**config.mk**
```make
export PLATFORM = sky130hd
export DESIGN_NAME = tileReader
export DESIGN_NICKNAME = d
export VERILOG_FILES = /design/src/hdl/shadowPkg.sv /design/src/hdl/tileReader.sv
export SDC_FILE = /design/constraint.sdc
export NUM_CORES = 1
export LEC_CHECK = 0
export BUFFER_PORTS_ARGS = -buffer_cell sky130_fd_sc_hd__buf_4
export CORE_ASPECT_RATIO = 0.8
export CORE_UTILIZATION = 45
export DETAILED_ROUTE_END_ITERATION = 8
export PLACE_DENSITY = 0.68
export SYNTH_ARGS = -nofsm -noshare
export SYNTH_HDL_FRONTEND = slang
export SYNTH_SLANG_ARGS = --single-unit
```
**constraint.sdc**
```tcl
create_clock -name clk -period 2.69 [get_ports clk]
set_input_delay 0.269 -clock clk [delete_from_list [all_inputs] [get_ports clk]]
set_output_delay 0.269 -clock clk [all_outputs]
set_load 0.005 [all_outputs]
```
**src/hdl/shadowPkg.sv**
```systemverilog
// Both scene word views are 48 bits only while coordinates, addresses and counts stay 8 bits
package shadowPkg;

    localparam int COORD_WIDTH = 8;
    localparam int ADDR_WIDTH = 8;
    localparam int COUNT_WIDTH = 8;
    localparam int COLOR_WIDTH = 24;
    localparam int SCENE_WIDTH = 6 * COORD_WIDTH;

    // Global group at a fixed place in the scene layout
    localparam logic [ADDR_WIDTH-1:0] GLOBAL_START = ADDR_WIDTH'(8);
    localparam logic [COUNT_WIDTH-1:0] GLOBAL_COUNT = COUNT_WIDTH'(3);

    typedef enum logic [1:0] {
        stNone,
        stDiffuse,
        stMirror
    } surfaceType_t;

    typedef struct packed {
        logic [COORD_WIDTH-1:0] xMin;
        logic [COORD_WIDTH-1:0] xMax;
        logic [COORD_WIDTH-1:0] yMin;
        logic [COORD_WIDTH-1:0] yMax;
        logic [COORD_WIDTH-1:0] zMin;
        logic [COORD_WIDTH-1:0] zMax;
    } boxView_t;

    // Two leaf groups per tile with padding in the low bits
    typedef struct packed {
        logic [ADDR_WIDTH-1:0] leaf0Start;
        logic [COUNT_WIDTH-1:0] leaf0Count;
        logic [ADDR_WIDTH-1:0] leaf1Start;
        logic [COUNT_WIDTH-1:0] leaf1Count;
        logic [SCENE_WIDTH-2*ADDR_WIDTH-2*COUNT_WIDTH-1:0] unused;
    } tileView_t;

    typedef union packed {
        boxView_t box;
        tileView_t tile;
    } sceneWord_t;

    typedef enum logic [1:0] {
        shInit,
        shTrace,
        shDone
    } shadowState_t;

endpackage

```
**src/hdl/tileReader.sv**
```systemverilog
// QUEUE_DEPTH must be a power of two of at least 4; traceStart drops anything still queued
module tileReader #(
    parameter int QUEUE_DEPTH = 4
) (
    input  logic clk,
    input  logic resetn,
    input  logic traceStart,
    input  logic [shadowPkg::ADDR_WIDTH-1:0] rayTile,
    input  logic tileGrant,
    input  logic tileRdValid,
    input  shadowPkg::sceneWord_t tileRdData,
    input  logic groupPop,
    output logic tileReq,
    output logic [shadowPkg::ADDR_WIDTH-1:0] tileAddr,
    output logic queueReady,
    output logic groupAvail,
    output logic [shadowPkg::ADDR_WIDTH-1:0] groupStart,
    output logic [shadowPkg::COUNT_WIDTH-1:0] groupCount
);
    import shadowPkg::*;

    localparam int PTR_WIDTH = $clog2(QUEUE_DEPTH);
    localparam int LEVEL_WIDTH = $clog2(QUEUE_DEPTH + 1);

    logic [ADDR_WIDTH-1:0] qStart [QUEUE_DEPTH];
    logic [COUNT_WIDTH-1:0] qCount [QUEUE_DEPTH];
    logic [PTR_WIDTH-1:0] head;
    logic [PTR_WIDTH-1:0] tail;
    logic [LEVEL_WIDTH-1:0] level;
    logic push0;
    logic push1;
    logic popValid;

    // Empty leaves never reach the queue
    assign push0 = tileRdValid && (tileRdData.tile.leaf0Count != '0);
    assign push1 = tileRdValid && (tileRdData.tile.leaf1Count != '0);
    assign popValid = groupPop && groupAvail;

    assign groupAvail = (level != '0);
    assign groupStart = qStart[head];
    assign groupCount = qCount[head];

    // --------------------------------------------------
    // Queue storage and descriptor address
    // --------------------------------------------------
    always_ff @(posedge clk) begin
        if (traceStart) begin
            qStart[0] <= GLOBAL_START;
            qCount[0] <= GLOBAL_COUNT;
            tileAddr <= rayTile;
        end else begin
            if (push0) begin
                qStart[tail] <= tileRdData.tile.leaf0Start;
                qCount[tail] <= tileRdData.tile.leaf0Count;
            end
            // Leaf 1 goes behind leaf 0 when both are present
            if (push1) begin
                qStart[tail + PTR_WIDTH'(push0)] <= tileRdData.tile.leaf1Start;
                qCount[tail + PTR_WIDTH'(push0)] <= tileRdData.tile.leaf1Count;
            end
        end
    end

    // --------------------------------------------------
    // Pointers, fetch request and ready pulse
    // --------------------------------------------------
    always_ff @(posedge clk or negedge resetn) begin
        if (!resetn) begin
            head <= '0;
            tail <= '0;
            level <= '0;
            tileReq <= 1'b0;
            queueReady <= 1'b0;
        end else begin
            queueReady <= tileRdValid;
            if (traceStart) begin
                // Global group already sits in slot 0
                head <= '0;
                tail <= PTR_WIDTH'(1);
                level <= LEVEL_WIDTH'(1);
                tileReq <= 1'b1;
            end else begin
                if (tileGrant) begin
                    tileReq <= 1'b0;
                end
                if (popValid) begin
                    head <= head + PTR_WIDTH'(1);
                end
                tail <= tail + PTR_WIDTH'(push0) + PTR_WIDTH'(push1);
                level <= level + LEVEL_WIDTH'(push0) + LEVEL_WIDTH'(push1)
                         - LEVEL_WIDTH'(popValid);
            end
        end
    end

endmodule

```
== After elaboration in Yosys (flattened, before gate mapping) ==
Memories as Yosys holds them, arrays and structs flattened.
Cells that the tools add are included.
Operators by class
  $add $sub $neg: 6
  multiply operators: 0
  div/mod/pow operators: 0
  order comparisons: 0
  eq/ne operators: 0
  shifts and indexed selects: 0
  muxes and demuxes: 20
  bitwise operators: 0
  reductions and logical operators: 10
Operator list (number)
  8-bit 2-to-1 mux: 2
  8-bit nonzero test: 2
  8-bit OR reduction: 2
  1-bit 2-to-1 mux: 12
  2-bit 2-to-1 mux: 5
  3-bit by 1-bit adder with 3-bit output: 2
  2-bit by 1-bit adder with 2-bit output: 2
  2-bit nonzero test: 2
  1-bit logical AND: 3
  3-bit 2-to-1 mux: 1
  3-bit nonzero test: 1
  3-bit by 1-bit subtractor with 3-bit output: 1
  2-bit by 1-bit adder with 2-bit output, second input constant: 1
Word-level totals
  register bits: 17
  bits in latches: 0
  RAM bits: 64
  memory bits (read-only): 0
  input port bits: 62
  output and inout port bits: 27
  memories: 2
Memories
  qCount: words 4, bits a word 8, read ports 1, clocked after Yosys merged registers in 0, write ports 2, line tileReader.sv:26  | logic [COUNT_WIDTH-1:0] qCount [QUEUE_DEPTH];
  qStart: words 4, bits a word 8, read ports 1, clocked after Yosys merged registers in 0, write ports 2, line tileReader.sv:25  | logic [ADDR_WIDTH-1:0] qStart [QUEUE_DEPTH];

== Longest topological paths before layout ==
  word-level depth: 7
  mapped depth: 8
  mapped depth without buffers: 8

== Least setup slack after synthesis ==
OpenSTA, ideal clock, no wires.
  path type: input-to-reg
  from: input port tileRdData[33] (netlist name)
  to: memory qCount[0][0] (enable)
  library setup time: 0.367 ns
  data arrival time: 2.784 ns
  data required time: 2.323 ns
  setup slack: -0.461 ns
  stages on the path: 7
  buffers on the path: 1
  cells stage by stage: nor4_1 > a21boi_0 > ha_1 > xor2_1 > a2111oi_4 > buf_6 > a211o_1
RTL lines
  start: declaration: line tileReader.sv:11  | input shadowPkg::sceneWord_t tileRdData,
  end: declaration: line tileReader.sv:26

==> run summary <==
status - finished, final reports clean
gpl congestion - 0.7790
Yosys reg bits - 81
Port Buffers - 72
Synth area leaders - edfxtp_1, mux2_2, mux4_2, mux2_4, dfrtp_1
Iter 0 DRT Violations - 117
post-route ant nets - 0
RSZ-0062 raised after global routing - false
pre-CTS WS - -0.04775 ns
Max Cap Viol - 0
nets@finish - 405
DP HPWL - 6213 um
Util after Layout - 60.10%
Max VDD drop - 401.1 uV
register area share after synthesis - 56.40%
antenna violations before repair - 0
register area - 2387 um2
Core Area - 9076 um2
Worst-path clk slew - 0.06 ns
Fillers - 713
TritonCTS clock tree - yes
final WL - 9169 um
Rel. slew slack - 62.56%
multi-input logic area - 1769 um2
CP startpoint kind - input port
first-pass GRT wire length - 14250 um
Final Skew - 0.004278 ns
clk buf depth - 2
Antenna Cells - 0
layout cell share with drive strength beyond 1 - 60.06%
Die W - 110.4 um
Final Max Tran Viols - 0
Post-CTS Resized - 0
setup ws final - 0.2894 ns
I/O pins - 89
Die ar. - 9801 um2
setup violators final - 0
min Tclk post-route - 2.401 ns
Root Buffer Master - clkbuf_16
worst-margin pin slew - 0.5576 ns
cell accounting for the most synthesized area - edfxtp_1
H-tree levels - 3
worst skew pair latency - 0.33 ns
PwrDens - 736.5 nW/um2
P&R area growth vs syn - 28.88%
num rows - 31
Synth Area per Inst - 17.49 um2
Setup Buffers After CTS - 0
drt first pass iters - 4
vias in the first global route - 2687
Achievable Freq - 416.6 MHz
final hold violations - 0
drt wl/cell - 20.02 um
Mapped Cells - 242
Hold Crit Class - input port to flip-flop
Critical Path AT - 2.44 ns
Mapped Nets - 309
Synthesis Warnings - 0
gr usage total - 19.78%
Sink Count - 81
Die Ht - 88.75 um
Mapped Area - 4233 um2
Crit Path Class - input port to flip-flop
crit-path max FO - 16
TritonCTS Buffers - 9
total grt overflow - 0
critical path endpoint category - flip-flop
Unique masters post-synth - 35
Final Cycle Share - 89.24%
Vias - 2521
CTS Hold Bufs - 1
Starting Density - 46.64%
Worst EP required - 2.72 ns
Synth top area share - 51.08%
DRC violations left - 0
P_leak - 2.128 nW
Vias/cell - 5.504
pin count of the biggest net entering global routing - 22
## critical path, stage by stage
cell and delay, ns:
buf_4 0.13, nor4_2 0.38, a21boi_1 0.15, ha_1 0.37
buf_4 0.17, a2111oi_4 0.40, buf_4 0.24, a211o_2 0.14
buf_12 0.16
## power breakdown
group / leakage [nW] / internal [W] / switching (W) / total [W]
combinational: 1.17 / 0.000562 / 0.000437 / 0.000999
clock: 0.163 / 0.000912 / 0.000483 / 0.00139
sequential: 0.795 / 0.00155 / 0.0000721 / 0.00162
## registers in the layout, indices dropped and copies added (netlist names)
signal,count
tileReq,1
tileAddr,8
level,3
queueReady,1
qStart,32
tail,2
head,2
qCount,32
## cell usage after synthesis
cell type	instances
mux2_2	46
a211oi_4	2
edfxtp_1	72
buf_1	1
dfrtp_1	9
nor2_1	7
clkbuf_1	6
a211o_1	4
o211a_1	7
nor2b_1	1
a21oi_1	1
mux4_2	16
a21boi_0	1
nand2_1	2
xor2_1	3
or2_2	1
ha_1	3
fa_1	2
or4_1	2
xnor2_1	4
inv_1	4
a2111oi_4	2
nand2b_1	2
o31a_1	1
buf_6	5
a21o_1	1
buf_2	2
a31o_2	3
nand3b_1	1
mux2_4	18
nor4_4	2
or3_1	1
nor4_1	2
and2_1	7
o311ai_0	1
## logic make-up (layout without fill, tap and decap cells)
| family | after synthesis | count (layout) | share of synthesized area, % |
|---|---|---|---|
| flops | 81 | 81 | 56.40 |
| mux | 80 | 80 | 27.14 |
| simple gates | 28 | 28 | 4.405 |
| compound gates | 23 | 23 | 6.237 |
| buf+inv | 18 | 119 | 2.542 |
| xor+xnor | 7 | 7 | 1.448 |
| fa+ha+maj | 5 | 5 | 1.833 |
## path summary, 6_finish.rpt
check / to / depth (start not counted) / slack, ns / startpoint
min in group asynchronous: level[2] / 2 / 0.30 / resetn
setup reg to reg: qStart[0][5] / 6 / 0.48 / tail[0]
setup / recovery: qStart[0][5] / 9 / 0.29 / tileRdData[39]
hold reg to reg: tileReq / 1 / 0.48 / tileReq
hold / removal: queueReady / 1 / 0.1 / tileRdValid
max in group asynchronous: tail[0] / 2 / 2.25 / resetn
## routing by layer
| layer | wire length (um) | global-route usage, % | share of wire [%] |
|---|---|---|---|
| met5 | 0 | 0 | 0 |
| met4 | 55 | 6.303 | 0.60 |
| met3 | 391 | 4.110 | 4.3 |
| met2 | 4741 | 34.50 | 52 |
| met1 | 3982 | 25.18 | 43 |
## layout make-up
type	count	area share, %
inverter	4	0.2752
multi-input combinational	143	32.43
timing repair buffer	99	14.59
sequential	81	43.76
clock buffer	10	4.197
clock inverter	6	2.110
tap	115	2.638
## placed cells by master (no fill, tap or decap), types with 3 or more instances in the layout
cell type,n
and2_1,7
a211o_1,3
edfxtp_1,72
bufinv_16,3
xnor2_1,4
clkbuf_16,9
mux4_2,16
o211a_1,7
xor2_1,3
mux2_4,18
mux2_2,46
dfrtp_1,9
buf_4,94
ha_1,3
inv_1,4
buf_12,4
nor2_1,7
## metrics by stage
step / hold slack [ns] / total power, W / TNS, ns / instance area [um2] / std cells
floorplan: -0.02659 / 0.002221 / -0.1640 / 4264 / 242
global placement: 0.09924 / 0.002637 / -1.060 / 5101 / 441
detailed placement: 0.1012 / 0.002651 / -1.206 / 5101 / 441
CTS: 0.08691 / 0.004063 / 0 / 5455 / 458
global route: 0.09761 / 0.004194 / 0 / 5455 / 458
finish: 0.09977 / 0.004018 / 0 / 5455 / 458
(Power assumes the default switching activity.)
