`src/hdl/shadowPkg.sv`:
```
// Both scene word views are 48 bits only while coordinates, addresses and counts stay 8 bits
package shadowPkg;

    localparam int COORD_WIDTH = 8;
    localparam int ADDR_WIDTH = 8;
    localparam int COUNT_WIDTH = 8;
    localparam int COLOR_WIDTH = 24;
    localparam int SCENE_WIDTH = 6 * COORD_WIDTH;

    // Global group at a fixed place in the scene layout
    localparam logic [ADDR_WIDTH-1:0] GLOBAL_START = ADDR_WIDTH'(8);
    localparam logic [COUNT_WIDTH-1:0] GLOBAL_COUNT = COUNT_WIDTH'(3);

    typedef enum logic [1:0] {
        stNone,
        stDiffuse,
        stMirror
    } surfaceType_t;

    typedef struct packed {
        logic [COORD_WIDTH-1:0] xMin;
        logic [COORD_WIDTH-1:0] xMax;
        logic [COORD_WIDTH-1:0] yMin;
        logic [COORD_WIDTH-1:0] yMax;
        logic [COORD_WIDTH-1:0] zMin;
        logic [COORD_WIDTH-1:0] zMax;
    } boxView_t;

    // Two leaf groups per tile with padding in the low bits
    typedef struct packed {
        logic [ADDR_WIDTH-1:0] leaf0Start;
        logic [COUNT_WIDTH-1:0] leaf0Count;
        logic [ADDR_WIDTH-1:0] leaf1Start;
        logic [COUNT_WIDTH-1:0] leaf1Count;
        logic [SCENE_WIDTH-2*ADDR_WIDTH-2*COUNT_WIDTH-1:0] unused;
    } tileView_t;

    typedef union packed {
        boxView_t box;
        tileView_t tile;
    } sceneWord_t;

    typedef enum logic [1:0] {
        shInit,
        shTrace,
        shDone
    } shadowState_t;

endpackage

```
`src/hdl/fragmentControl.sv`:
```
// One buffered fragment at a time; output fields hold until the next valid pulse
module fragmentControl (
    input  logic clk,
    input  logic resetn,
    input  logic addInput,
    input  logic [shadowPkg::COORD_WIDTH-1:0] x,
    input  logic [shadowPkg::COORD_WIDTH-1:0] y,
    input  logic [shadowPkg::COORD_WIDTH-1:0] z,
    input  shadowPkg::surfaceType_t surface,
    input  logic [shadowPkg::COLOR_WIDTH-1:0] color,
    input  logic [shadowPkg::ADDR_WIDTH-1:0] tileIndex,
    input  logic outputFifoFull,
    input  logic traceDone,
    input  logic hit,
    output logic fifoFull,
    output logic valid,
    output logic [shadowPkg::COORD_WIDTH-1:0] outX,
    output logic [shadowPkg::COORD_WIDTH-1:0] outY,
    output logic [shadowPkg::COORD_WIDTH-1:0] outZ,
    output shadowPkg::surfaceType_t outSurface,
    output logic [shadowPkg::COLOR_WIDTH-1:0] outColor,
    output logic outInShadow,
    output logic traceStart,
    output logic [shadowPkg::COORD_WIDTH-1:0] rayX,
    output logic [shadowPkg::COORD_WIDTH-1:0] rayY,
    output logic [shadowPkg::COORD_WIDTH-1:0] rayZ,
    output logic [shadowPkg::ADDR_WIDTH-1:0] rayTile
);
    import shadowPkg::*;

    shadowState_t state;
    logic [COORD_WIDTH-1:0] bufX;
    logic [COORD_WIDTH-1:0] bufY;
    logic [COORD_WIDTH-1:0] bufZ;
    surfaceType_t bufSurface;
    surfaceType_t curSurface;
    logic [COLOR_WIDTH-1:0] bufColor;
    logic [COLOR_WIDTH-1:0] curColor;
    logic [ADDR_WIDTH-1:0] bufTile;
    logic anyHit;
    logic accept;
    logic take;
    logic emit;

    assign accept = addInput && !fifoFull;
    assign take = (state == shInit) && fifoFull;
    assign emit = (state == shDone) && !outputFifoFull;

    // --------------------------------------------------
    // Input buffer, working fragment, output register
    // --------------------------------------------------
    always_ff @(posedge clk) begin
        if (accept) begin
            bufX <= x;
            bufY <= y;
            bufZ <= z;
            bufSurface <= surface;
            bufColor <= color;
            bufTile <= tileIndex;
        end
        if (take) begin
            rayX <= bufX;
            rayY <= bufY;
            rayZ <= bufZ;
            rayTile <= bufTile;
            curSurface <= bufSurface;
            curColor <= bufColor;
        end
        if (emit) begin
            outX <= rayX;
            outY <= rayY;
            outZ <= rayZ;
            outSurface <= curSurface;
            outColor <= curColor;
            outInShadow <= anyHit;
        end
    end

    // --------------------------------------------------
    // Per-fragment FSM
    // --------------------------------------------------
    always_ff @(posedge clk or negedge resetn) begin
        if (!resetn) begin
            state <= shInit;
            fifoFull <= 1'b0;
            valid <= 1'b0;
            traceStart <= 1'b0;
            anyHit <= 1'b0;
        end else begin
            valid <= 1'b0;
            traceStart <= 1'b0;
            if (accept) begin
                fifoFull <= 1'b1;
            end
            case (state)
                shInit: begin
                    if (take) begin
                        fifoFull <= 1'b0;
                        anyHit <= 1'b0;
                        // Background fragments skip the trace
                        if (bufSurface == stNone) begin
                            state <= shDone;
                        end else begin
                            traceStart <= 1'b1;
                            state <= shTrace;
                        end
                    end
                end
                shTrace: begin
                    if (traceDone) begin
                        anyHit <= hit;
                        state <= shDone;
                    end
                end
                shDone: begin
                    if (emit) begin
                        valid <= 1'b1;
                        state <= shInit;
                    end
                end
                default: state <= shInit;
            endcase
        end
    end

endmodule

```
`config.mk`:
```
export PLATFORM = sky130hd
export DESIGN_NAME = fragmentControl
export DESIGN_NICKNAME = d
export VERILOG_FILES = /design/src/hdl/shadowPkg.sv /design/src/hdl/fragmentControl.sv
export SDC_FILE = /design/constraint.sdc
export NUM_CORES = 1
export LEC_CHECK = 0
export ABC_AREA = 1
export ABC_CLOCK_PERIOD_IN_PS = 5230
export BUFFER_PORTS_ARGS = -buffer_cell sky130_fd_sc_hd__buf_4
export CAP_MARGIN = 20
export CORE_AREA = 2 2 149 151
export CTS_BUF_LIST = sky130_fd_sc_hd__clkbuf_8
export DETAILED_ROUTE_END_ITERATION = 16
export DIE_AREA = 0 0 151 153
export GPL_ROUTABILITY_DRIVEN = 0
export GPL_TIMING_DRIVEN = 0
export PLACE_DENSITY_LB_ADDON = 0.12
export SETUP_SLACK_MARGIN = 0.1
export SYNTH_ARGS = -nofsm -noshare
export SYNTH_HDL_FRONTEND = slang
export SYNTH_SLANG_ARGS = --single-unit
```
`constraint.sdc`:
```
create_clock -name clk -period 5.23 [get_ports clk]
set_input_delay 1.046 -clock clk [delete_from_list [all_inputs] [get_ports clk]]
set_output_delay 1.046 -clock clk [all_outputs]
set_load 0.01 [all_outputs]
```
After elaboration in Yosys (flattened, before gate mapping):

Cells that the tools add are included.
Widths: inputs -> output; s select.

* logic and storage cells: 54
* memories: 0
* memory bits (writable): 0
* latch bits: 0
* output and inout port bits: 86
* flip-flop bits (word level): 173
* ROM bits: 0
* bits of input ports: 64

* mux-type cells: 16
* $mul: 0
* equality and inequality tests: 5
* magnitude comparators: 0
* divide/modulo/power cells: 0
* reductions and logical operators: 10
* shifts and indexed selects: 0
* bitwise logic cells: 0
* add/sub/neg operators: 0

Operators with widths (number)
* $mux 1: 10
* $mux 2: 4
* $ne 2x2->1 const B: 3
* $pmux 2 s3: 1
* $reduce_and 3->1: 2
* $logic_not 2->1: 2
* $logic_and 1x1->1: 3
* $eq 2x1->1 const B: 1
* $eq 2x2->1 const B: 1
* $logic_not 1->1: 2
* $pmux 1 s2: 1
* $reduce_bool 2->1: 1

Logic depth before layout (Yosys ltp):

* word-level depth: 5
* mapped depth: 6
* mapped depth without buffers: 6

Least setup slack after synthesis:

OpenSTA, ideal clock, no wires.

* path kind: input to register
* from: input outputFifoFull
* to: register outColor[0] in the netlist's numbering (enable)
* data arrival time: 4.663 ns
* slack: 0.042 ns
* setup time: 0.525 ns
* stages on the path: 1
* buffers on the path: 0
* data required time: 4.705 ns
* cell sequence: nor3_1

* word-level cells in the longest chain between the ends: 2

Ends and longest elaborated chain
* start, declared: RTL line fragmentControl.sv:12 `input logic outputFifoFull,`
* $logic_not 1->1: RTL line fragmentControl.sv:47 `assign emit = (state == shDone) && !outputFifoFull;`
* $logic_and 1x1->1: RTL line fragmentControl.sv:47
* end signal, assigned: RTL line fragmentControl.sv:74 `outColor <= curColor;`
* end, declared: RTL line fragmentControl.sv:21 `output logic [shadowPkg::COLOR_WIDTH-1:0] outColor,`

Every way passes these cells.
A chain may end at the register's enable or synchronous reset.

Worst setup path in the final report:

* from: register fifoFull
* to: output fifoFull

RTL lines
* start, declared: RTL line fragmentControl.sv:15 `output logic fifoFull,`
* start signal, assigned: RTL line fragmentControl.sv:85 `fifoFull <= 1'b0;`
* start signal, assigned: RTL line fragmentControl.sv:93 `fifoFull <= 1'b1;`
* start signal, assigned: RTL line fragmentControl.sv:98 `fifoFull <= 1'b0;`

No word-level cell between the ends.

==> impl_metrics.tcl <==
set metrics [dict create \
    status "finished clean" \
    grt_max_degree 60 \
    drtAntennaViolNets 0 \
    synthDistinctLibCells 14 \
    finalHoldViolations 0 \
    grtUsageTotal 0.08997 \
    layout.nets 439 \
    finalMaxSlewViolations 0 \
    grt_pass1_wl_um 15100 \
    p_leak_uw 0.002681 \
    synth_flop_cell "edfxtp_1" \
    place_hpwl_um 6401 \
    dr.first_iter.drc_count 98 \
    syn_inst 202 \
    syn-cell-area_um2 5303 \
    crit_family "flip-flops" \
    synth_area_leader_cell "edfxtp_1" \
    yosysMostFrequentCell "edfxtp_1" \
    cap_viol_max_count 0 \
    cts.sinks 173 \
    clkLatencyLatePin_ps 440 \
    cts.path.max_buffers 2 \
    cts_buffers 17 \
    io_pins 150 \
    async_reset_ff_frac 0.03468 \
    crit_arrival_ps 1050 \
    fin_crit_ps 2100 \
    synth_edf_count 167 \
    grt_pass1_vias 2648 \
    cts_tree "yes" \
    hold_slack_ps 401.1 \
    r2r_setup_slack_ps 3420 \
    ys_ff_latch 173 \
    overflow 0 \
    cts_max_level 4 \
    drc 0 \
    ctsHoldBuffers 0 \
    core-area_um2 21490 \
    synth_top_area_share 0.9457 \
    critPathSlowestCell "dfrtp_1" \
    syn-num-nets 266 \
    fin_skew_ps 14.06 \
    area_growth_pct 37.23 \
    endpoint_kind "primary output" \
    ys_seq_area_frac 0.9740 \
    post-cts-setup-buffers 0 \
    critPathMaxFanout 4 \
    cts-root-buf "clkbuf_8" \
    finalSetupTns_ps 0 \
    postSynthAreaPerCell_um2 26.25 \
    die-width_um 151 \
    crit_buf_inv 1 \
    antenna_cells 0 \
    drtPass1Iterations 6 \
    irDropWorstVdd_uv 212.6 \
    path_class "reg -> out" \
    finalSetupViolations 0 \
    synthTopCellsByArea "edfxtp_1 (95%), dfrtp_1 (2.8%), inv_1 (0.50%)" \
    routed_via_density 3.630 \
    num_rows 54 \
    initial_utilization 0.2468 \
    antenna_found_initial 1 \
    cts.clk_slew.worst_paths_ps 90 \
    required_ps 4180 \
    wl_per_cell_um 14.57 \
    maxSlewHeadroom 0.4456 \
    ctsResizeCount 0 \
    port_buffers 149 \
    worst_pin_slew_ps 831.6 \
    drive_gt1_frac 0.4935 \
    die_y_um 153 \
    worstHoldPathType "in -> async" \
    timing.fmax_mhz 476.2 \
    ys_warn_count 0 \
    rsz0062_at_grt "false" \
    synthTopCellsByCount "edfxtp_1 (167), inv_1 (7), nand2_1 (7)" \
    max_stage_delay_ps 450 \
    worst_setup_path_start_kind "flip-flop" \
    p_per_area_nw_per_um2 499.9 \
    dr_total_vias 2421 \
    wirelength_um 9716 \
    dieArea_um2 23100 \
    crit_chain "buf_4" \
    post-route-period-util 0.4015 \
]
## kinds of logic after synthesis
| group | synth area share |
|---|---|
| compound gates | 0.005192 |
| buf+inv | 0.004956 |
| flops | 0.9740 |
| simple gates | 0.01581 |
## stage by stage
step	power [µW]	setup slack [ps]	utilization	area [µm²]	instances
after floorplan	2396	1217	-	5308	202
after global placement	2806	-692.5	0.3154	6777	631
after detailed placement	2850	2735	0.3222	6923	636
after CTS	3734	3073	0.3387	7277	667
after global routing	3860	3054	0.3387	7277	667
final	3637	3130	0.3387	7277	667
## worst paths after layout
check / from / end / cells past startpoint
worst min-delay path: resetn / valid$_DFF_PN0_ / 1
worst max-delay path: fifoFull$_DFF_PN0_ / fifoFull / 1
min in group clk: bufZ[3]$_DFFE_PP_ / rayZ[3]$_DFFE_PP_ / 0
worst max register to register: state[0]$_DFFE_PN0P_ / rayX[3]$_DFFE_PP_ / 3
max in group asynchronous: resetn / state[1]$_DFFE_PN0P_ / 1
worst min register to register: bufZ[3]$_DFFE_PP_ / rayZ[3]$_DFFE_PP_ / 0
## registers in the layout, summed over array words and instances, names as in the netlist, 8 cells and up
name / count
outY: 8
curColor: 24
bufX: 8
outZ: 8
outColor: 24
rayX: 8
bufTile: 8
rayY: 8
rayZ: 8
bufZ: 8
outX: 8
rayTile: 8
bufY: 8
bufColor: 24
## cells in the final DEF, fill, tap and decap left out, drive strengths merged
cell,count
edfxtp,167
buf,154
clkbuf,17
inv,11
nand2,9
clkinv,7
dfrtp,6
nor2,6
clkinvlp,2
nand3,2
nor3,1
a21oi,1
o22ai,1
o21ai,1
o211ai,1
bufinv,1
## layer usage
metal  vias up  track usage  part of all wire
li1       1138            -                 -
met1      1176       0.1024              0.40
met2        95       0.1416              0.50
met3        10      0.04746             0.088
met4         2      0.03738             0.013
met5         -            0            0.0010
## where the power goes
part	internal (µW)	leakage (µW)	switching [µW]
Sequential	2000	0.00163	108
Clock	374	0.000181	482
Combinational	278	0.000867	399
Total	2650	0.00268	989
## area by class of cell
class	instances	area (µm²)
clock buffer	17	234.0
clock inverter	14	120.1
fill	2069	14210
inverter	7	28.78
multi-input combinational	22	130.1
sequential	173	5165
tap	280	350.3
timing repair buffer	154	1249
## worst reg2reg max path, stage by stage (launching register included)
cell	delay [ps]
dfrtp_1	460
nor2_2	200
nand2_2	130
inv_4	630
Note: power is estimated with default switching activity, not from simulation.
