<file path="config.mk">
export PLATFORM = sky130hd
export DESIGN_NAME = sceneArbiter
export DESIGN_NICKNAME = d
export VERILOG_FILES = /design/src/hdl/shadowPkg.sv /design/src/hdl/sceneArbiter.sv
export SDC_FILE = /design/constraint.sdc
export NUM_CORES = 1
export LEC_CHECK = 0
export BUFFER_PORTS_ARGS = -buffer_cell sky130_fd_sc_hd__buf_2
export CORE_AREA = 3 3 68 70
export DETAILED_ROUTE_END_ITERATION = 16
export DIE_AREA = 0 0 71 73
export PLACE_DENSITY_LB_ADDON = 0.1
export SYNTH_ARGS = -nofsm -noshare
export SYNTH_HDL_FRONTEND = slang
export SYNTH_SLANG_ARGS = --single-unit
</file>
<file path="constraint.sdc">
create_clock -name clk -period 0.8 [get_ports clk]
set_input_delay 0 -clock clk [delete_from_list [all_inputs] [get_ports clk]]
set_output_delay 0 -clock clk [all_outputs]
set_load 0.005 [all_outputs]
</file>
<file path="src/hdl/shadowPkg.sv">
// Both scene word views are 48 bits only while coordinates, addresses and counts stay 8 bits
package shadowPkg;

    localparam int COORD_WIDTH = 8;
    localparam int ADDR_WIDTH = 8;
    localparam int COUNT_WIDTH = 8;
    localparam int COLOR_WIDTH = 24;
    localparam int SCENE_WIDTH = 6 * COORD_WIDTH;

    // Global group at a fixed place in the scene layout
    localparam logic [ADDR_WIDTH-1:0] GLOBAL_START = ADDR_WIDTH'(8);
    localparam logic [COUNT_WIDTH-1:0] GLOBAL_COUNT = COUNT_WIDTH'(3);

    typedef enum logic [1:0] {
        stNone,
        stDiffuse,
        stMirror
    } surfaceType_t;

    typedef struct packed {
        logic [COORD_WIDTH-1:0] xMin;
        logic [COORD_WIDTH-1:0] xMax;
        logic [COORD_WIDTH-1:0] yMin;
        logic [COORD_WIDTH-1:0] yMax;
        logic [COORD_WIDTH-1:0] zMin;
        logic [COORD_WIDTH-1:0] zMax;
    } boxView_t;

    // Two leaf groups per tile with padding in the low bits
    typedef struct packed {
        logic [ADDR_WIDTH-1:0] leaf0Start;
        logic [COUNT_WIDTH-1:0] leaf0Count;
        logic [ADDR_WIDTH-1:0] leaf1Start;
        logic [COUNT_WIDTH-1:0] leaf1Count;
        logic [SCENE_WIDTH-2*ADDR_WIDTH-2*COUNT_WIDTH-1:0] unused;
    } tileView_t;

    typedef union packed {
        boxView_t box;
        tileView_t tile;
    } sceneWord_t;

    typedef enum logic [1:0] {
        shInit,
        shTrace,
        shDone
    } shadowState_t;

endpackage

</file>
<file path="src/hdl/sceneArbiter.sv">
// Tile reader always wins; a requester must hold its request until granted
module sceneArbiter (
    input  logic clk,
    input  logic resetn,
    input  logic tileReq,
    input  logic [shadowPkg::ADDR_WIDTH-1:0] tileAddr,
    input  logic primReq,
    input  logic [shadowPkg::ADDR_WIDTH-1:0] primAddr,
    input  shadowPkg::sceneWord_t memRdData,
    output logic tileGrant,
    output logic primGrant,
    output logic tileRdValid,
    output logic primRdValid,
    output shadowPkg::sceneWord_t tileRdData,
    output shadowPkg::sceneWord_t primRdData,
    output logic memRdEn,
    output logic [shadowPkg::ADDR_WIDTH-1:0] memRdAddr
);
    logic rdPending;
    logic ownerTile;

    // Grant in the request cycle
    assign tileGrant = tileReq;
    assign primGrant = primReq && !tileReq;
    assign memRdEn = tileReq || primReq;
    assign memRdAddr = tileReq ? tileAddr : primAddr;

    // Word comes back one cycle later to whoever asked
    always_ff @(posedge clk or negedge resetn) begin
        if (!resetn) begin
            rdPending <= 1'b0;
            ownerTile <= 1'b0;
        end else begin
            rdPending <= memRdEn;
            ownerTile <= tileReq;
        end
    end

    assign tileRdValid = rdPending && ownerTile;
    assign primRdValid = rdPending && !ownerTile;
    assign tileRdData = memRdData;
    assign primRdData = memRdData;

endmodule

</file>
## Word-level counts from Yosys, hierarchy flattened

Cells that the tools add are included.

- Flip-flop bits (word level): 2
- Latch bits: 0
- RAM bits: 0
- Memory bits (read-only): 0
- Input port bits: 68
- Output and inout bits: 109
- Word-level logic and storage cells: 9
- Memories kept: 0

- Add/subtract/negate cells: 0
- $mul: 0
- Divide/modulo/power cells: 0
- Magnitude comparators: 0
- Equal/unequal tests: 0
- Shifts and indexed selects: 0
- Muxes and demuxes: 1
- Bitwise gates (word level): 0
- Reduce and logical (&&, ||, !) cells: 6

Operators by type and width:

| kind | count |
|---|---|
| $mux 8 | 1 |
| $logic_and 1x1->1 | 3 |
| $logic_not 1->1 | 2 |
| $logic_or 1x1->1 | 1 |

## Longest topological paths before layout

Gate-level depths: netlist of the first run.

- Depth in word-level cells: 2
- Depth in mapped cells: 2
- Depth with buffers taken out: 1

## Worst setup path before layout of the first run

OpenSTA, ideal clock, no wires.

- Path kind: input port to flip-flop
- From: input port tileReq
- To: register rdPending
- Setup time: 0.136 ns
- Data arrival time: 0.371 ns
- Data required time: 0.664 ns
- Path slack: 0.293 ns
- Cell stages on the path: 2
- Buffers on the path: 1
- Path through: buf_6 > or2_1

- Cells in the longest elaborated chain, start to end: 1

RTL lines:

| item | line | source |
|---|---|---|
| from (decl) | sceneArbiter.sv:5 | `input logic tileReq,` |
| $logic_or 1x1->1 | sceneArbiter.sv:25 | `assign memRdEn = tileReq \|\| primReq;` |
| named net memRdEn | sceneArbiter.sv:16 | `output logic memRdEn,` |
| to (signal assigned) | sceneArbiter.sv:34 | `rdPending <= memRdEn;` |
| to (decl) | sceneArbiter.sv:19 | `logic rdPending;` |

The timed path passes the listed nets, and every way through them passes these cells.

## Worst setup path after layout of the first run

- From: register rdPending
- To: output port tileRdValid

- Cells in the longest elaborated chain, start to end: 1

RTL lines:

| item | line | source |
|---|---|---|
| $logic_and 1x1->1 | sceneArbiter.sv:39 | `assign tileRdValid = rdPending && ownerTile;` |
| to (decl) | sceneArbiter.sv:12 | `output logic tileRdValid,` |

Every way passes these cells.

==> results of run 1 <==
[critical path, cell delays in order, from the launching register on]
cell and delay [ps]:
dfrtp_1 350, and2_1 140, buf_2 120
[worst max path at each step]
stage / start / depth (start not counted) / end
6_report: rdPending$_DFF_PN0_ / 2 / tileRdValid
2_1_floorplan: tileReq / 2 / rdPending$_DFF_PN0_
4_1_cts: rdPending$_DFF_PN0_ / 2 / tileRdValid
3_3_place_gp: tileReq / 3 / memRdAddr[1]
3_5_place_dp: tileReq / 3 / memRdAddr[3]
5_1_grt: rdPending$_DFF_PN0_ / 2 / tileRdValid
[cells in the final DEF, fill, tap and decap left out, drive strengths merged]
| cell | synthesis | routed |
|---|---|---|
| and2 | 1 | 1 |
| and2b | 1 | 1 |
| buf | 98 | 32 |
| clkbuf | 0 | 3 |
| dfrtp | 2 | 2 |
| dlygate4sd3 | 0 | 1 |
| mux2 | 8 | 8 |
| nor2b | 1 | 1 |
| or2 | 1 | 1 |
[synthesized netlist by cell type]
| library cell | n | area, µm² |
|---|---|---|
| nor2b_1 | 1 | 6.26 |
| or2_1 | 1 | 6.26 |
| dfrtp_1 | 2 | 50.1 |
| buf_6 | 1 | 11.3 |
| mux2_4 | 8 | 120 |
| buf_4 | 97 | 728 |
| and2_1 | 1 | 6.26 |
| and2b_2 | 1 | 8.76 |
[what timing repair did]
item                                   CTS  global route
hold buffers                             1             0
endpoints found under the hold margin    2             0
setup endpoints to repair                2             2
[metrics by stage]
stage	TNS, ps	util
global route	-75.0	0.117
global placement	0	0.104
finish	-23.8	0.117
floorplan	0	-
detailed placement	0	0.104
CTS	-44.6	0.117
[layout make-up]
class / instances / area (µm²) / share of cell area
clock buffers: 3 / 41.3 / 0.0875
repair buffers: 33 / 170 / 0.361
multi-input cells: 12 / 148 / 0.313
well taps: 50 / 62.6 / 0.133
flip-flops and latches: 2 / 50.0 / 0.106
[flip-flops by register name, summed over array words and instances, names as in the netlist]
name,count
ownerTile,1
rdPending,1
[power groups by stage]
stage | Combinational, mW | Sequential (mW) | Clock, mW
global route | 0.197 | 0.109 | 0.417
finish | 0.180 | 0.109 | 0.389
global placement | 0.185 | 0.110 | 0
floorplan | 0.478 | 0.110 | 0
CTS | 0.184 | 0.109 | 0.404
detailed placement | 0.181 | 0.110 | 0
[metal layers]
layer / vias up / track usage / part of all wire
met5: - / 0 / 0
met4: 0 / 0.0543 / 0.067
met3: 29 / 0.0441 / 0.20
met2: 55 / 0.0525 / 0.45
met1: 106 / 0.0426 / 0.28
li1: 122 / - / -
[kinds of logic (layout without fill, tap and decap cells)]
family                 after synthesis  count (layout)  share of synthesized area
buffers and inverters               98              36                      0.789
multiplexers                         8               8                      0.128
AND/OR/NAND/NOR                      4               4                     0.0294
flip-flops                           2               2                     0.0534
==> impl_metrics.env, run 1 <==
export IMPL_dieArea_mm2=0.00518
export IMPL_vias=312
export IMPL_clkPwrFrac=0.574
export IMPL_synthesis_area_um2=937
export IMPL_cts_max_level=1
export IMPL_crit_type="register to output port"
export IMPL_syn_nets=180
export IMPL_finalMaxSlewViolations=0
export IMPL_hold_start="memRdData[17]"
export IMPL_crit_required_ps=800
export IMPL_drt_pass1_iter_count=2
export IMPL_synth_warnings=0
export IMPL_worstMarginPinSlew_ps=299
export IMPL_yosysSeqAreaShare=0.0534
export IMPL_avgSynthCellArea_um2=8.37
export IMPL_p_int_mw=0.543
export IMPL_p_leak_nw=0.252
export IMPL_fp_dieW_um=71
export IMPL_fp_dieH_um=73
export IMPL_switching_share=0.200
export IMPL_crit_path_max_fanout=2
export IMPL_violations="setup timing"
export IMPL_slew_headroom=0.801
export IMPL_num_rows=23
export IMPL_start_util=0.233
export IMPL_grt_util_all_layers=0.0461
export IMPL_fillers=471
export IMPL_p_sw_mw=0.135
export IMPL_ioPinCount=177
export IMPL_post_drt_wl_per_cell_um=13.5
export IMPL_combinationalPowerShare=0.265
export IMPL_timing_hold_ws_ps=0.00165
export IMPL_grt_max_degree=13
export IMPL_final_hold_viol_count=0
export IMPL_cap_violations=0
export IMPL_rsz0062_at_grt="yes"
export IMPL_layout_drive_gt1_share=0.880
export IMPL_cts_clk_slew_worst_paths_ps=30
export IMPL_startpoint_type="register"
export IMPL_cts_made_buffers=3
export IMPL_holdPathEnd="primRdData[17]"
export IMPL_status="finished with violations"
export IMPL_grt_pass1_vias=336
export IMPL_via_per_inst=3.12
export IMPL_antenna_found_initial=0
export IMPL_instances_no_fill=100
export IMPL_total_power_mw=0.678
export IMPL_ir_drop_mv=0.234
export IMPL_seqPwrFrac=0.161
export IMPL_grt_remaining_overflow=0
export IMPL_ys_seq_elements=2
export IMPL_timing_final_crit_period_ps=822
export IMPL_layout_nets=120
export IMPL_finalInstanceArea_um2=472
export IMPL_wirelength_um=1350
export IMPL_hold_path_class="input pin to output port"
export IMPL_cts_sink_count=2
export IMPL_cts_resized=0
export IMPL_clock_fmax_ghz=1.22
export IMPL_root_buffer="clkbuf_8"
export IMPL_ant_nets=0
export IMPL_cts_buffer_depth=2
export IMPL_post_cts_buffers=0
export IMPL_syn_inst=112
export IMPL_setup_slack_ps=-21.9
export IMPL_dp_cells=96
export IMPL_antenna_cells=0
export IMPL_grt_pass1_wl_um=1830
export IMPL_critPathCaptureType="output port"
export IMPL_drc=0
export IMPL_drt_iter0_markers=5
export IMPL_synth_cell_type_count=8
export IMPL_min_path_cells=0
export IMPL_crit_arrival_ps=820
export IMPL_dpl_worst_slack_ps=61.0
export IMPL_period_share=1.03
export IMPL_cts_tree="built"
export IMPL_core_area_mm2=0.00403
export IMPL_powerDensity_mw_per_mm2=1440
export IMPL_port_buffers=32
export IMPL_place_area_um2=420
export IMPL_place_gp_congestion=0.674
export IMPL_finalSetupViolCount=2
export IMPL_flow_area_growth_from_synthesis_pct=-49.7
No activity file was read; power rests on OpenSTA's default activity.
==> run 2, diff against run 1 <==
Settings changed: HOLD_SLACK_MARGIN from default to 0.02.
==> run 2 against run 1 <==
- the flow still finishes with violations (setup timing)
- clock power hardly changed
- clock-buffer cell count stayed put
- critical path depth stayed put
- first-iteration DRC count is 40% higher
- via count is 65% higher
- power is 40% higher
- design area is 100% higher
- sequential power hardly changed
- maximum frequency is 0.12% lower
- cell count is 48% higher
- utilization is 12 points higher
- non-clock buffer count is 48 higher
- critical endpoint unchanged
==> impl_metrics.env, run 2 (synthesis gave the netlist of run 1 again) <==
export IMPL_antenna_found_initial=0
export IMPL_dieArea_mm2=0.00518
export IMPL_violations="setup timing"
export IMPL_powerDensity_mw_per_mm2=999
export IMPL_post_cts_buffers=0
export IMPL_ant_nets=0
export IMPL_period_share=1.03
export IMPL_crit_slowest_cell="dfrtp_1"
export IMPL_p_int_mw=0.703
export IMPL_seqPwrFrac=0.115
export IMPL_layout_commonest_cell="dlygate4sd3_1"
export IMPL_register_area_um2=50.0
export IMPL_startpoint_type="register"
export IMPL_via_per_inst=3.49
export IMPL_layout_drive_gt1_share=0.449
export IMPL_crit_path_max_fanout=2
export IMPL_cts_max_level=1
export IMPL_finalMaxSlewViolations=0
export IMPL_cts_clk_slew_worst_paths_ps=30
export IMPL_drc=0
export IMPL_num_rows=23
export IMPL_crit_required_ps=800
export IMPL_total_power_mw=0.951
export IMPL_rsz0062_at_grt="yes"
export IMPL_fillers=440
export IMPL_p_sw_mw=0.249
export IMPL_finalSetupViolCount=2
export IMPL_multiInputGateArea_um2=148
export IMPL_timing_hold_ws_ps=36.5
export IMPL_met1_usage=0.0565
export IMPL_clkPwrFrac=0.409
export IMPL_drt_pass1_iter_count=2
export IMPL_setup_slack_ps=-22.9
export IMPL_combinationalPowerShare=0.476
export IMPL_critPathCaptureType="output port"
export IMPL_worstMarginPinSlew_ps=298
export IMPL_grtUsageMet3=0.0234
export IMPL_timing_final_crit_period_ps=823
export IMPL_drt_iter0_markers=7
export IMPL_core_area_mm2=0.00403
export IMPL_grt_pass1_vias=458
export IMPL_grt_max_degree=13
export IMPL_hold_path_class="input pin to register"
export IMPL_antenna_cells=0
export IMPL_top_usage_layer="met2"
export IMPL_p_leak_nw=0.452
export IMPL_cts_made_buffers=3
export IMPL_port_buffers=32
export IMPL_flow_area_growth_from_synthesis_pct=1.60
export IMPL_place_gp_congestion=0.674
export IMPL_start_util=0.233
export IMPL_clock_fmax_ghz=1.22
export IMPL_ioPinCount=177
export IMPL_crit_type="register to output port"
export IMPL_fp_dieH_um=73
export IMPL_post_drt_wl_per_cell_um=12.9
export IMPL_slew_headroom=0.801
export IMPL_max_stage_delay_ps=350
export IMPL_switching_share=0.261
export IMPL_crit_chain="and2_1 > buf_2"
export IMPL_reg_top3="ownerTile: 1 flops, rdPending: 1 flops"
export IMPL_startpoint="rdPending$_DFF_PN0_"
export IMPL_wirelength_um=1910
export IMPL_fp_dieW_um=71
export IMPL_crit_arrival_ps=820
export IMPL_grt_util_all_layers=0.0546
export IMPL_grt_pass1_wl_um=2250
export IMPL_grt_use_met2=0.0917
export IMPL_vias=516
export IMPL_fin_util=0.236
export IMPL_cts_tree="built"
export IMPL_final_hold_viol_count=0
export IMPL_layout_nets=168
export IMPL_status="finished with violations"
export IMPL_cts_resized=0
export IMPL_root_buffer="clkbuf_8"
export IMPL_cts_sink_count=2
export IMPL_ir_drop_mv=0.237
export IMPL_final_cell_mix="dlygate4sd3_1, buf_2, mux2_4, clkbuf_8, dfrtp_1"
export IMPL_cts_buffer_depth=2
export IMPL_grt_remaining_overflow=0
export IMPL_cap_violations=0
export IMPL_crit_end="tileRdValid"
[run 2: cell count changes in the layout (fill, tap and decap cells not counted)]
cell,previous run,this run
dlygate4sd3_1,1,49
[run 2: power by group through the flow]
stage,sequential (mW),combinational [mW],clock (mW)
final,0.109,0.453,0.389
after global routing,0.109,0.493,0.417
after CTS,0.109,0.460,0.404
after detailed placement,0.110,0.181,0
after global placement,0.110,0.185,0
after floorplan,0.110,0.478,0
[run 2: final cells by class]
type                       instances  share of cell area
sequential                         2              0.0526
clock buffer                       3              0.0434
multi-input combinational         12               0.155
timing repair buffer              81               0.683
tap                               50              0.0657
[run 2: worst min-delay path by stage]
stage,from,slack (ps),to,depth (start not counted)
after floorplan,resetn,-300,ownerTile$_DFF_PN0_,0
after global placement,resetn,-210,ownerTile$_DFF_PN0_,1
after detailed placement,resetn,-210,ownerTile$_DFF_PN0_,1
after CTS,primReq,30,rdPending$_DFF_PN0_,2
after global routing,primReq,40,rdPending$_DFF_PN0_,2
final,primReq,40,rdPending$_DFF_PN0_,2
[run 2: through the flow]
stage / area (µm²) / instances / setup TNS, ps / worst slack, ps
after floorplan: 937 / 112 / 0 / 293
after global placement: 420 / 96 / 0 / 41.8
after detailed placement: 420 / 96 / 0 / 61.0
after CTS: 952 / 148 / -44.6 / -31.3
after global routing: 952 / 148 / -98.7 / -50.7
final: 952 / 148 / -28.5 / -22.9
[run 2: what timing repair did]
action	in CTS	in global routing
hold buffers	49	0
hold endpoints to repair	98	0
endpoints found under the setup margin	2	2
[run 2: worst max-delay path, delay by kind of cell (launching register included)]
kind | cells | cell delay, ps
buffers and inverters | 1 | 120
DFF | 1 | 350
and+or+nand+nor | 1 | 150
[run 2: layer usage]
layer,wire [µm],vias to the layer above
met1,534,215
li1,-,218
met3,324,6
met4,23,0
met5,0,-
met2,1030,77
==> run 3, diff against run 2 <==
Settings changed: SKIP_CTS_REPAIR_TIMING from default to 1.
==> run 3 against run 2 <==
- the run still ends with setup timing left
- sequential cell count did not move
- highest routed layer unchanged
- clock power hardly changed
- cell count did not move
- largest power group unchanged
- sequential share of layout area is the same
- die area stayed put
- global-route usage decreased by 0.86 points
- wire length grew 1.0%
- first-iteration DRC count grew 14%
- maximum frequency about the same
- largest cell class unchanged
- critical path type unchanged
==> impl_metrics.env, run 3 (synthesis gave the netlist of run 1 again) <==
export IMPL_status="finished with violations"
export IMPL_violations="setup timing"
export IMPL_num_rows=23
export IMPL_antenna_cells=0
export IMPL_max_stage_delay_ps=350
export IMPL_multiInputGateArea_um2=148
export IMPL_clkPwrFrac=0.409
export IMPL_ant_nets=0
export IMPL_layout_nets=168
export IMPL_via_per_inst=3.50
export IMPL_grt_max_degree=13
export IMPL_slew_headroom=0.801
export IMPL_p_sw_mw=0.249
export IMPL_crit_arrival_ps=820
export IMPL_crit_type="register to output port"
export IMPL_port_buffers=32
export IMPL_dieArea_mm2=0.00518
export IMPL_vias=518
export IMPL_drt_iter0_markers=8
export IMPL_finalMaxSlewViolations=0
export IMPL_setup_slack_ps=-23.1
export IMPL_final_cell_mix="dlygate4sd3_1, buf_2, mux2_4, clkbuf_8, dfrtp_1"
export IMPL_reg_top3="ownerTile: 1 flops, rdPending: 1 flops"
export IMPL_place_gp_congestion=0.674
export IMPL_hold_path_class="input pin to register"
export IMPL_fillers=439
export IMPL_ioPinCount=177
export IMPL_cts_made_buffers=3
export IMPL_critPathCaptureType="output port"
export IMPL_startpoint_type="register"
export IMPL_worstMarginPinSlew_ps=298
export IMPL_finalInstanceArea_um2=952
export IMPL_grt_util_all_layers=0.0461
export IMPL_crit_required_ps=800
export IMPL_critPathTopFamily="flip-flops"
export IMPL_layout_commonest_cell="dlygate4sd3_1"
export IMPL_root_buffer="clkbuf_8"
export IMPL_antenna_found_initial=0
export IMPL_seqPwrFrac=0.115
export IMPL_cts_buffer_depth=2
export IMPL_core_area_mm2=0.00403
export IMPL_flow_area_growth_from_synthesis_pct=1.60
export IMPL_start_util=0.233
export IMPL_cts_sink_count=2
export IMPL_switching_share=0.261
export IMPL_grt_remaining_overflow=0
export IMPL_place_area_um2=420
export IMPL_ir_drop_mv=0.237
export IMPL_cts_max_level=1
export IMPL_fp_dieH_um=73
export IMPL_register_area_um2=50.0
export IMPL_layout_drive_gt1_share=0.449
export IMPL_fin_util=0.236
export IMPL_powerDensity_mw_per_mm2=999
export IMPL_p_int_mw=0.703
export IMPL_wirelength_um=1930
export IMPL_drc=0
export IMPL_combinationalPowerShare=0.476
export IMPL_post_drt_wl_per_cell_um=13.1
export IMPL_rsz0062_at_grt="yes"
export IMPL_crit_chain="and2_1 > buf_2"
export IMPL_clock_fmax_ghz=1.21
export IMPL_grt_pass1_vias=336
export IMPL_cts_clk_slew_worst_paths_ps=30
export IMPL_crit_slowest_cell="dfrtp_1"
export IMPL_drt_pass1_iter_count=2
export IMPL_p_leak_nw=0.452
export IMPL_final_hold_viol_count=0
export IMPL_timing_final_crit_period_ps=823
export IMPL_cp_buffers_inverters=1
export IMPL_period_share=1.03
export IMPL_fp_dieW_um=71
export IMPL_cts_tree="built"
export IMPL_grt_pass1_wl_um=1830
export IMPL_finalSetupViolCount=2
export IMPL_crit_path_max_fanout=2
export IMPL_cap_violations=0
[run 3: final timing paths]
kind,from,to,slack [ps],cells after the start
worst max-delay path,rdPending$_DFF_PN0_,tileRdValid,-20,2
worst min-delay path,primReq,rdPending$_DFF_PN0_,40,2
max in group asynchronous,resetn,ownerTile$_DFF_PN0_,590,2
min in group asynchronous,resetn,rdPending$_DFF_PN0_,110,2
[run 3: area by class of cell]
cell class / count / share of cell area
flip-flops and latches: 2 / 0.0526
multi-input cells: 12 / 0.155
well taps: 50 / 0.0657
clock buffers: 3 / 0.0434
repair buffers: 81 / 0.683
[run 3: power by group through the flow]
stage	sequential (mW)	clock, mW	combinational (mW)
4_1_cts	0.109	0.404	0.181
6_report	0.109	0.389	0.453
5_1_grt	0.109	0.417	0.490
3_5_place_dp	0.110	0	0.181
2_1_floorplan	0.110	0	0.478
3_3_place_gp	0.110	0	0.185
[run 3: routing by layer]
layer	track usage	share of wire	routed length (µm)	up-vias
met5	0	0	0	-
met1	0.0418	0.29	564	221
li1	-	-	-	218
met3	0.0455	0.16	314	2
met4	0.0543	0.0052	10	0
met2	0.0525	0.54	1040	77
[run 3: stage by stage]
| step | TNS (ps) | hold slack [ps] | total power, mW | cells | setup slack, ps |
|---|---|---|---|---|---|
| 4_1_cts | -44.6 | -433 | 0.694 | 99 | -31.3 |
| 6_report | -28.5 | 36.5 | 0.951 | 148 | -23.1 |
| 2_1_floorplan | 0 | -296 | 0.588 | 112 | 293 |
| 5_1_grt | -98.7 | 39.9 | 1.02 | 148 | -50.7 |
| 3_3_place_gp | 0 | -210 | 0.295 | 96 | 41.8 |
| 3_5_place_dp | 0 | -214 | 0.291 | 96 | 61.0 |
